[src/logic/stream_pkg.sv]
`default_nettype none

package stream_pkg;

    // Beat geometry
    localparam int DATA_BYTES = 4;
    localparam int USER_WID   = 4;

    // Forwarding stages in the bypass lane
    localparam int BYPASS_STAGES = 2;

    // One stream beat, 41 bits
    typedef struct packed {
        logic [DATA_BYTES-1:0][7:0] data;
        logic [DATA_BYTES-1:0]      keep;
        logic                       last;
        logic [USER_WID-1:0]        user;
    } beat_t;

    // Holding state of the tlast fold
    // FOLD_EMPTY  nothing held
    // FOLD_HOLD   a beat is held and waits for its release rule
    // FOLD_FLUSH  the held beat is an empty tail already folded, drop it
    typedef enum logic [1:0] {
        FOLD_EMPTY = 2'd0,
        FOLD_HOLD  = 2'd1,
        FOLD_FLUSH = 2'd2
    } fold_state_e;

endpackage : stream_pkg

`default_nettype wire

[src/logic/stream_fwd_stage.sv]
`timescale 1ns/1ps
`default_nettype none

module stream_fwd_stage (
    input  logic              from_tx,
    input  logic              aresetn,
    input  stream_pkg::beat_t in_beat,
    input  logic              in_valid,
    output logic              in_ready,
    output stream_pkg::beat_t out_beat,
    output logic              out_valid,
    input  logic              out_ready
);

    logic in_fire;

    // Pull mode
    // Take a new beat when the slot is free or is being drained this cycle
    assign in_ready = !out_valid || out_ready;
    assign in_fire  = in_valid && in_ready;

    // Valid flag of the held beat
    always_ff @(posedge from_tx) begin
        if (!aresetn) begin
            out_valid <= 1'b0;
        end else if (in_fire) begin
            out_valid <= 1'b1;
        end else if (out_ready) begin
            out_valid <= 1'b0;
        end
    end

    // Payload loads on every open slot, the valid flag qualifies it
    always_ff @(posedge from_tx) begin
        if (in_ready) begin
            out_beat <= in_beat;
        end
    end

endmodule : stream_fwd_stage

`default_nettype wire

[src/logic/stream_ready_skid.sv]
`timescale 1ns/1ps
`default_nettype none

module stream_ready_skid (
    input  logic              from_tx,
    input  logic              aresetn,
    input  stream_pkg::beat_t in_beat,
    input  logic              in_valid,
    output logic              in_ready,
    output stream_pkg::beat_t out_beat,
    output logic              out_valid,
    input  logic              out_ready
);

    import stream_pkg::*;

    logic  out_ready_q;
    logic  ready_falling;
    logic  fwft;
    logic  sample_en;
    beat_t skid_beat;
    logic  skid_valid;

    // Downstream ready, one cycle late
    always_ff @(posedge from_tx) begin
        if (!aresetn) begin
            out_ready_q <= 1'b0;
        end else begin
            out_ready_q <= out_ready;
        end
    end

    // Empty skid register can always catch one beat (first word fall through)
    assign fwft          = in_valid && !skid_valid && !out_ready_q;
    assign ready_falling = out_ready_q && !out_ready;

    // Catch the beat that was in flight when ready dropped
    assign sample_en = ready_falling || (fwft && !out_ready);

    // Upstream sees only registered ready
    assign in_ready = out_ready_q || fwft;

    always_ff @(posedge from_tx) begin
        if (!aresetn) begin
            skid_valid <= 1'b0;
        end else if (skid_valid && out_ready) begin
            skid_valid <= 1'b0;
        end else if (sample_en) begin
            skid_valid <= in_valid;
        end
    end

    // Payload follows the input until a beat is parked
    always_ff @(posedge from_tx) begin
        if (!skid_valid) begin
            skid_beat <= in_beat;
        end
    end

    // Parked beat goes out first, otherwise zero latency passthrough
    always_comb begin
        if (skid_valid) begin
            out_beat  = skid_beat;
            out_valid = 1'b1;
        end else begin
            out_beat  = in_beat;
            out_valid = in_valid;
        end
    end

endmodule : stream_ready_skid

`default_nettype wire

[src/logic/stream_tlast_fold.sv]
`timescale 1ns/1ps
`default_nettype none

module stream_tlast_fold (
    input  logic              from_tx,
    input  logic              aresetn,
    input  stream_pkg::beat_t in_beat,
    input  logic              in_valid,
    output logic              in_ready,
    output stream_pkg::beat_t out_beat,
    output logic              out_valid,
    input  logic              out_ready
);

    import stream_pkg::*;

    fold_state_e state;
    beat_t       hold_beat;
    logic        hold_valid;
    logic        hold_ready;
    logic        tail_empty;
    logic        fold;
    logic        release_ok;

    stream_fwd_stage u_hold (
        .from_tx   (from_tx),
        .aresetn   (aresetn),
        .in_beat   (in_beat),
        .in_valid  (in_valid),
        .in_ready  (in_ready),
        .out_beat  (hold_beat),
        .out_valid (hold_valid),
        .out_ready (hold_ready)
    );

    // Last beat that carries no bytes, as left behind by packet joining
    assign tail_empty = in_beat.last && (in_beat.keep == '0);

    // Held beat without last meets an empty tail on the input
    assign fold = (state == FOLD_HOLD) && !hold_beat.last && in_valid && tail_empty;

    // A beat without last stays until its successor is visible
    assign release_ok = hold_beat.last || in_valid;

    always_comb begin
        out_beat      = hold_beat;
        out_beat.last = hold_beat.last || fold;
        out_valid     = 1'b0;
        hold_ready    = 1'b0;
        case (state)
            FOLD_HOLD: begin
                out_valid  = release_ok;
                hold_ready = release_ok && out_ready;
            end
            // Swallowed tail drains without an output valid
            FOLD_FLUSH: hold_ready = 1'b1;
            default: ;
        endcase
    end

    // Tail accepted together with the folded beat is marked for flushing
    always_ff @(posedge from_tx) begin
        if (!aresetn) begin
            state <= FOLD_EMPTY;
        end else if (in_valid && in_ready) begin
            state <= fold ? FOLD_FLUSH : FOLD_HOLD;
        end else if (hold_valid && hold_ready) begin
            state <= FOLD_EMPTY;
        end
    end

endmodule : stream_tlast_fold

`default_nettype wire

[src/logic/stream_bypass_path.sv]
`timescale 1ns/1ps
`default_nettype none

module stream_bypass_path (
    input  logic              from_tx,
    input  logic              aresetn,
    input  logic              bypass,
    input  stream_pkg::beat_t beat_in,
    input  logic              beat_in_valid,
    output logic              beat_in_ready,
    output stream_pkg::beat_t beat_out,
    output logic              beat_out_valid,
    input  logic              beat_out_ready
);

    import stream_pkg::*;

    // Bypass lane links, index 0 is the lane input
    beat_t stage_beat  [BYPASS_STAGES+1];
    logic  stage_valid [BYPASS_STAGES+1];
    logic  stage_ready [BYPASS_STAGES+1];

    // Processing lane
    logic  fold_in_valid;
    logic  fold_in_ready;
    beat_t fold_beat;
    logic  fold_valid;
    logic  fold_ready;

    // Merged stream into the output skid
    beat_t merge_beat;
    logic  merge_valid;
    logic  merge_ready;

    // Lane split, payload fans out to both lanes
    assign stage_beat[0]  = beat_in;
    assign stage_valid[0] = beat_in_valid && bypass;
    assign fold_in_valid  = beat_in_valid && !bypass;
    assign beat_in_ready  = bypass ? stage_ready[0] : fold_in_ready;

    // Bypass lane, fixed chain of forwarding stages
    generate
        for (genvar i = 0; i < BYPASS_STAGES; i++) begin : g_bypass
            stream_fwd_stage u_bypass_stage (
                .from_tx   (from_tx),
                .aresetn   (aresetn),
                .in_beat   (stage_beat[i]),
                .in_valid  (stage_valid[i]),
                .in_ready  (stage_ready[i]),
                .out_beat  (stage_beat[i+1]),
                .out_valid (stage_valid[i+1]),
                .out_ready (stage_ready[i+1])
            );
        end : g_bypass
    endgenerate

    stream_tlast_fold u_fold (
        .from_tx   (from_tx),
        .aresetn   (aresetn),
        .in_beat   (beat_in),
        .in_valid  (fold_in_valid),
        .in_ready  (fold_in_ready),
        .out_beat  (fold_beat),
        .out_valid (fold_valid),
        .out_ready (fold_ready)
    );

    // 2:1 merge on the same select as the split
    assign merge_beat  = bypass ? stage_beat[BYPASS_STAGES] : fold_beat;
    assign merge_valid = bypass ? stage_valid[BYPASS_STAGES] : fold_valid;

    // Ready goes back only to the selected lane
    assign stage_ready[BYPASS_STAGES] = bypass && merge_ready;
    assign fold_ready                 = !bypass && merge_ready;

    // Registers the ready path toward the output port
    stream_ready_skid u_out_skid (
        .from_tx   (from_tx),
        .aresetn   (aresetn),
        .in_beat   (merge_beat),
        .in_valid  (merge_valid),
        .in_ready  (merge_ready),
        .out_beat  (beat_out),
        .out_valid (beat_out_valid),
        .out_ready (beat_out_ready)
    );

endmodule : stream_bypass_path

`default_nettype wire

[config.mk]
export PLATFORM = sky130hd
export DESIGN_NAME = stream_bypass_path
export DESIGN_NICKNAME = d
export VERILOG_FILES = /design/src/logic/stream_pkg.sv /design/src/logic/stream_fwd_stage.sv /design/src/logic/stream_ready_skid.sv /design/src/logic/stream_tlast_fold.sv /design/src/logic/stream_bypass_path.sv
export SDC_FILE = /design/constraint.sdc
export NUM_CORES = 1
export LEC_CHECK = 0
export BUFFER_PORTS_ARGS = -buffer_cell sky130_fd_sc_hd__buf_4
export CAP_MARGIN = 20
export CORE_MARGIN = 10
export CORE_UTILIZATION = 40
export CTS_BUF_LIST = sky130_fd_sc_hd__clkbuf_8
export DETAILED_ROUTE_END_ITERATION = 8
export PLACE_DENSITY = 0.68
export RECOVER_POWER = 25
export SYNTH_ARGS = -nofsm -noshare
export SYNTH_HDL_FRONTEND = slang
export SYNTH_HIERARCHICAL = 1
export SYNTH_SLANG_ARGS = --single-unit
[constraint.sdc]
create_clock -name from_tx -period 4.3 [get_ports from_tx]
set_input_delay 0.86 -clock from_tx [delete_from_list [all_inputs] [get_ports from_tx]]
set_output_delay 0.86 -clock from_tx [all_outputs]
set_load 0.03 [all_outputs]
== Yosys cells after proc, flatten, opt, wreduce, memory -nomap -nowiden ==
Cells that the tools add are included.

* Eq/ne operators: 2
* Multiplexer cells: 16
* Bitwise logic cells: 1
* Reductions and logical operators: 39

{| class="wikitable"
|+ Operators with widths
! cell !! number
|-
| $mux 41 || 2
|-
| $logic_and 1x1->1 || 18
|-
| $mux 1 || 10
|-
| $logic_not 1->1 || 8
|-
| $reduce_bool 2->1 || 4
|-
| $logic_or 1x1->1 || 7
|-
| $mux 2 || 3
|-
| $logic_not 4->1 || 1
|-
| $eq 2x1->1 const B || 1
|-
| $eq 2x2->1 const B || 1
|-
| $pmux 1 s2 || 1
|-
| $reduce_or 2->1 || 1
|-
| $not 1->1 || 1
|}

* Input port bits: 46
* Word-level logic and storage cells: 92
* Output and inout port bits: 43
* Bits in registers: 171

== Depth between registers and ports, before layout ==
* Depth in word-level cells: 14
* Depth in mapped cells: 13
* Depth with buffers taken out: 12

== Cells and area by module ==
The synthesis kept the hierarchy.

{| class="wikitable"
|+ Modules (own cells, without submodules)
! module !! area an instance (um^2) !! times used !! seq. area each (um^2) !! cells each
|-
| stream_fwd_stage || 1,280.0 || 3 || 1,251.2 || 45
|-
| stream_ready_skid || 1,600.3 || 1 || 860.8 || 96
|-
| stream_bypass_path || 656.9 || 1 || 0.0 || 52
|-
| stream_tlast_fold || 203.9 || 1 || 40.0 || 22
|}

== Worst setup path after synthesis ==
No wires, ideal clock.

* Kind: input-to-output
* From: input bypass
* To: output beat_in_ready
* Stages on the path: 10
* Slack: 223 ps
* Required time: 3,440 ps
* Buffers on the path: 2
* Arrival time: 3,217 ps
* Path through: buf_6 -> buf_6 -> nor2b_1 -> o21a_1 -> mux2_2 -> a21o_1 -> and2_1 -> nand2b_4 -> nand2b_4 -> mux2_2

{| class="wikitable"
|+ RTL lines
! element !! line !! RTL
|-
| start, declared || stream_bypass_path.sv:7 || <nowiki>input logic bypass,</nowiki>
|-
| end, declared || stream_bypass_path.sv:10 || <nowiki>output logic beat_in_ready,</nowiki>
|}

== Worst setup path in the final report ==
* From: input beat_in_valid
* To: output beat_in_ready

* Cells in the longest elaborated chain, start to end: 12
* Elaborated cells on any way between the ends: 15
* Those cells by class: 4 x mux; 11 x reduce/logical

{| class="wikitable"
|+ RTL lines
! element !! line !! RTL
|-
| start, declared || stream_bypass_path.sv:9 || <nowiki>input logic beat_in_valid,</nowiki>
|-
| $logic_and 1x1->1 || stream_bypass_path.sv:38 || <nowiki>assign fold_in_valid = beat_in_valid && !bypass;</nowiki>
|-
| net fold_in_valid || stream_bypass_path.sv:24 || <nowiki>logic fold_in_valid;</nowiki>
|-
| $logic_or 1x1->1 || stream_tlast_fold.sv:43 || <nowiki>assign release_ok = hold_beat.last || in_valid;</nowiki>
|-
| $mux 1 || stream_tlast_fold.sv:50 || <nowiki>case (state)</nowiki>
|-
| net fold_valid || stream_bypass_path.sv:27 || <nowiki>logic fold_valid;</nowiki>
|-
| $mux 1 || stream_bypass_path.sv:70 || <nowiki>assign merge_valid = bypass ? stage_valid[BYPASS_STAGES] : fold_valid;</nowiki>
|-
| net merge_valid || stream_bypass_path.sv:32 || <nowiki>logic merge_valid;</nowiki>
|-
| $logic_and 1x1->1 (2 in a row) || stream_ready_skid.sv:34 || <nowiki>assign fwft = in_valid && !skid_valid && !out_ready_q;</nowiki>
|-
| (+1 left out) || -- ||
|-
| net merge_ready || stream_bypass_path.sv:33 || <nowiki>logic merge_ready;</nowiki>
|-
| $logic_and 1x1->1 || stream_bypass_path.sv:74 || <nowiki>assign fold_ready = !bypass && merge_ready;</nowiki>
|-
| net fold_ready || stream_bypass_path.sv:28 || <nowiki>logic fold_ready;</nowiki>
|-
| $logic_and 1x1->1 || stream_tlast_fold.sv:53 || <nowiki>hold_ready = release_ok && out_ready;</nowiki>
|-
| $pmux 1 s2 || stream_tlast_fold.sv:50 ||
|-
| net u_fold.hold_ready || stream_tlast_fold.sv:20 || <nowiki>logic hold_ready;</nowiki>
|-
| $logic_or 1x1->1 || stream_fwd_stage.sv:19 || <nowiki>assign in_ready = !out_valid || out_ready;</nowiki>
|-
| net fold_in_ready || stream_bypass_path.sv:25 || <nowiki>logic fold_in_ready;</nowiki>
|-
| $mux 1 || stream_bypass_path.sv:39 || <nowiki>assign beat_in_ready = bypass ? stage_ready[0] : fold_in_ready;</nowiki>
|}

The timed path passes the listed nets, and every way through them passes these cells.

==> summary.md <==
| Metric | Value |
|---|---|
| Clk buf depth | `2` |
| Setup ws final | `555 ps` |
| Largest net degree at the start of global routing | `46` |
| Ant diodes | `0` |
| Worst rel slew slack | `48.9%` |
| CTS tree | `done` |
| CP peak stage delay | `290 ps` |
| Clock Skew | `9.82 ps` |
| Largest delay share family, worst path | `compound AO/OA/AOI/OAI gates` |
| Final Wtd Congestion | `0.742` |
| IO Pins | `89` |
| Startpoint types | `input port` |
| Max VDD drop | `0.000246 V` |
| Vias in the first global route | `3140` |
| Critical-path top delay cell | `mux2_2` |
| Cts hold-fix bufs | `0` |
| Fmax | `267 MHz` |
| Top_reg_cell synth | `edfxtp_1` |
| CTS clk-pin slew, worst paths | `90 ps` |
| RSZ-0062 raised after global routing | `false` |
| Setup TNS | `0 ps` |
| Drt pass-1 iters | `4` |
| Max-cap violation count | `0` |
| Power Dens Cells | `445 nW/um^2` |
| Initial core utilization | `41.1%` |
| Final Hold Vio Count | `0` |
| Fin nets | `456` |
| Routed WL | `10600 um` |
| Synthesis-to-layout area growth | `18.1%` |
| Layout cells sized above 1 | `50.1%` |
| Final setup vio count | `0` |
| Layout Cells excl Fill | `632` |
| Status | `finished, final reports clean` |
| Seq cells post-synth | `171` |
| Placement Setup Slack | `562 ps` |
| Number of synthesis warnings | `6` |
| Worst setup EP type | `output pin` |
| Ys async rst share | `0%` |
| Initial antenna violation count | `0` |
| Post-Synthesis Cell Area | `6300 um^2` |
| Wire per inst | `16.8 um` |
| Cell mode on critical path | `buf_4` |
| Via Count | `2868` |
| # placed instances | `600` |
| First-pass GRT wire length | `17100 um` |
| EDFF count, synth | `123` |
| Die X | `146 um` |
| Post-CTS Setup Bufs | `0` |
| Post-synthesis sequential area ratio | `73.9%` |
| DRC Markers | `0` |
| Pleak | `2.97 nW` |
| Grt ovf | `0` |
| FILL cells | `1301` |
| CP Buf/Inv Count | `3` |
| Row cnt | `45` |
| CTS Buf Count | `17` |
| Core area | `15300 um^2` |
| Actual slew at the worst max-slew pin | `766 ps` |
| Cell count after synthesis | `305` |
| Synth cell types | `28` |
| Clk sinks | `171` |
| HP Class | `register to register` |
| Via/cell ratio | `4.54` |
| Avg Inst Size Synth | `20.7 um^2` |
| Final worst-path cycle share | `87.1%` |
| Detailed Route Iter0 Violations | `149` |
| Worst path required time | `3440 ps` |
| Die H | `146 um` |
| Slew Viols, Final | `0` |
| CTS resizes | `0` |
| Hpwl dp | `6650 um` |
| Worst skew pair latency | `430 ps` |
| Crit path cell chain | `buf_4, nor2b_1, buf_4, o21a_1, mux2_2, a21o_1, nor2b_1, o211ai_2, a21oi_1, nand2b_4, mux2_2, buf_4` |
| CP max FO | `6` |
| Root Buffer | `clkbuf_8` |
| Die area | `21200 um^2` |
| Crit path DAT | `2890 ps` |
| # port buffers | `88` |
| Net Count, Synth | `353` |
| Crit Path Category | `input port to output pin` |
| Overall global routing resource usage | `10.3%` |
| Antenna violation net count after detailed routing | `0` |
| Min Tclk post-route | `3750 ps` |
| # H-tree levels | `4` |
## per-stage QoR
step	util [%]	hold WS [ps]	power, mW	instance area [um^2]
4_1_cts	48.8	419	3.37	7470
3_5_place_dp	46.6	405	2.40	7130
5_1_grt	48.6	423	3.48	7440
2_1_floorplan	-	400	2.25	6300
6_report	48.6	418	3.31	7440
3_3_place_gp	46.6	401	2.39	7130
## power by group
| group | switching (mW) | internal, mW |
|---|---|---|
| combinational | 0.208 | 0.203 |
| clock | 0.562 | 0.397 |
| sequential | 0.0394 | 1.90 |
## Yosys cell counts (2+ instances only)
cell type | number | area, um^2
edfxtp_1 | 123 | 3690
mux2_4 | 64 | 961
dfxtp_1 | 48 | 961
mux2_2 | 20 | 225
inv_1 | 8 | 30.0
buf_6 | 5 | 56.3
buf_12 | 4 | 80.1
a21boi_2 | 3 | 33.8
and2_1 | 3 | 18.8
nand2b_4 | 3 | 41.3
nor2b_1 | 3 | 18.8
a21oi_1 | 2 | 10.0
ha_1 | 2 | 25.0
nand2_1 | 2 | 7.51
nand2b_1 | 2 | 12.5
## registers in the layout (all words and copies together) (netlist names)
register and count:
g_bypass.u_bypass_stage/out_beat 82, g_bypass.u_bypass_stage/out_valid 2, u_fold/state 2, u_fold/u_hold/out_beat 41, u_fold/u_hold/out_valid 1, u_out_skid/out_ready_q 1
u_out_skid/skid_beat 41, u_out_skid/skid_valid 1
## path summary, 6_finish.rpt
kind              slack (ps)                                       to  depth (start not counted)                               startpoint
hold / removal           420  g_bypass[1].u_bypass_stage/out_beat[12]                          0  g_bypass[0].u_bypass_stage/out_beat[12]
hold reg to reg          420  g_bypass[1].u_bypass_stage/out_beat[12]                          0  g_bypass[0].u_bypass_stage/out_beat[12]
setup reg to reg        1560                          u_fold/state[0]                         13                          u_fold/state[1]
setup / recovery         550                            beat_in_ready                         12                            beat_in_valid
## routing by layer
layer  global-route usage, %  vias up  wire (um)
met4                    3.64        0         50
met2                    17.1       64       5540
met5                       0        -          0
met1                    11.8     1448       4570
met3                    4.25        4        468
li1                        -     1352          -
## cell usage in the layout (no fill, tap or decap), types with 3 or more instances in the layout
master      instances
mux2_2             20
clkbuf_1            7
nor2b_1             3
clkinv_4            3
inv_6               3
a21boi_2            3
buf_4              71
mux2_4             64
inv_1              10
dfxtp_1            47
clkinvlp_4          3
clkbuf_4           16
and2_1              3
clkbuf_8           17
edfxtp_1          123
clkinv_2            3
nand2b_4            3
## kinds of logic after synthesis
logic type | share of synthesized area (%)
flops | 73.9
fa+ha+maj | 0.397
buf+inv | 2.72
mux | 18.8
compound gates | 1.75
simple gates | 2.44
## area by class of cell
| cell class | instances | area [um^2] | share of cell area, % |
|---|---|---|---|
| clock buffers | 17 | 234 | 3.14 |
| clock inverters | 15 | 101 | 1.36 |
| inverters | 8 | 30.0 | 0.403 |
| multi-input cells | 116 | 1480 | 19.8 |
| flip-flops and latches | 171 | 4660 | 62.6 |
| well taps | 211 | 264 | 3.55 |
| repair buffers | 94 | 679 | 9.13 |
Power figures use the tool's default switching activity.
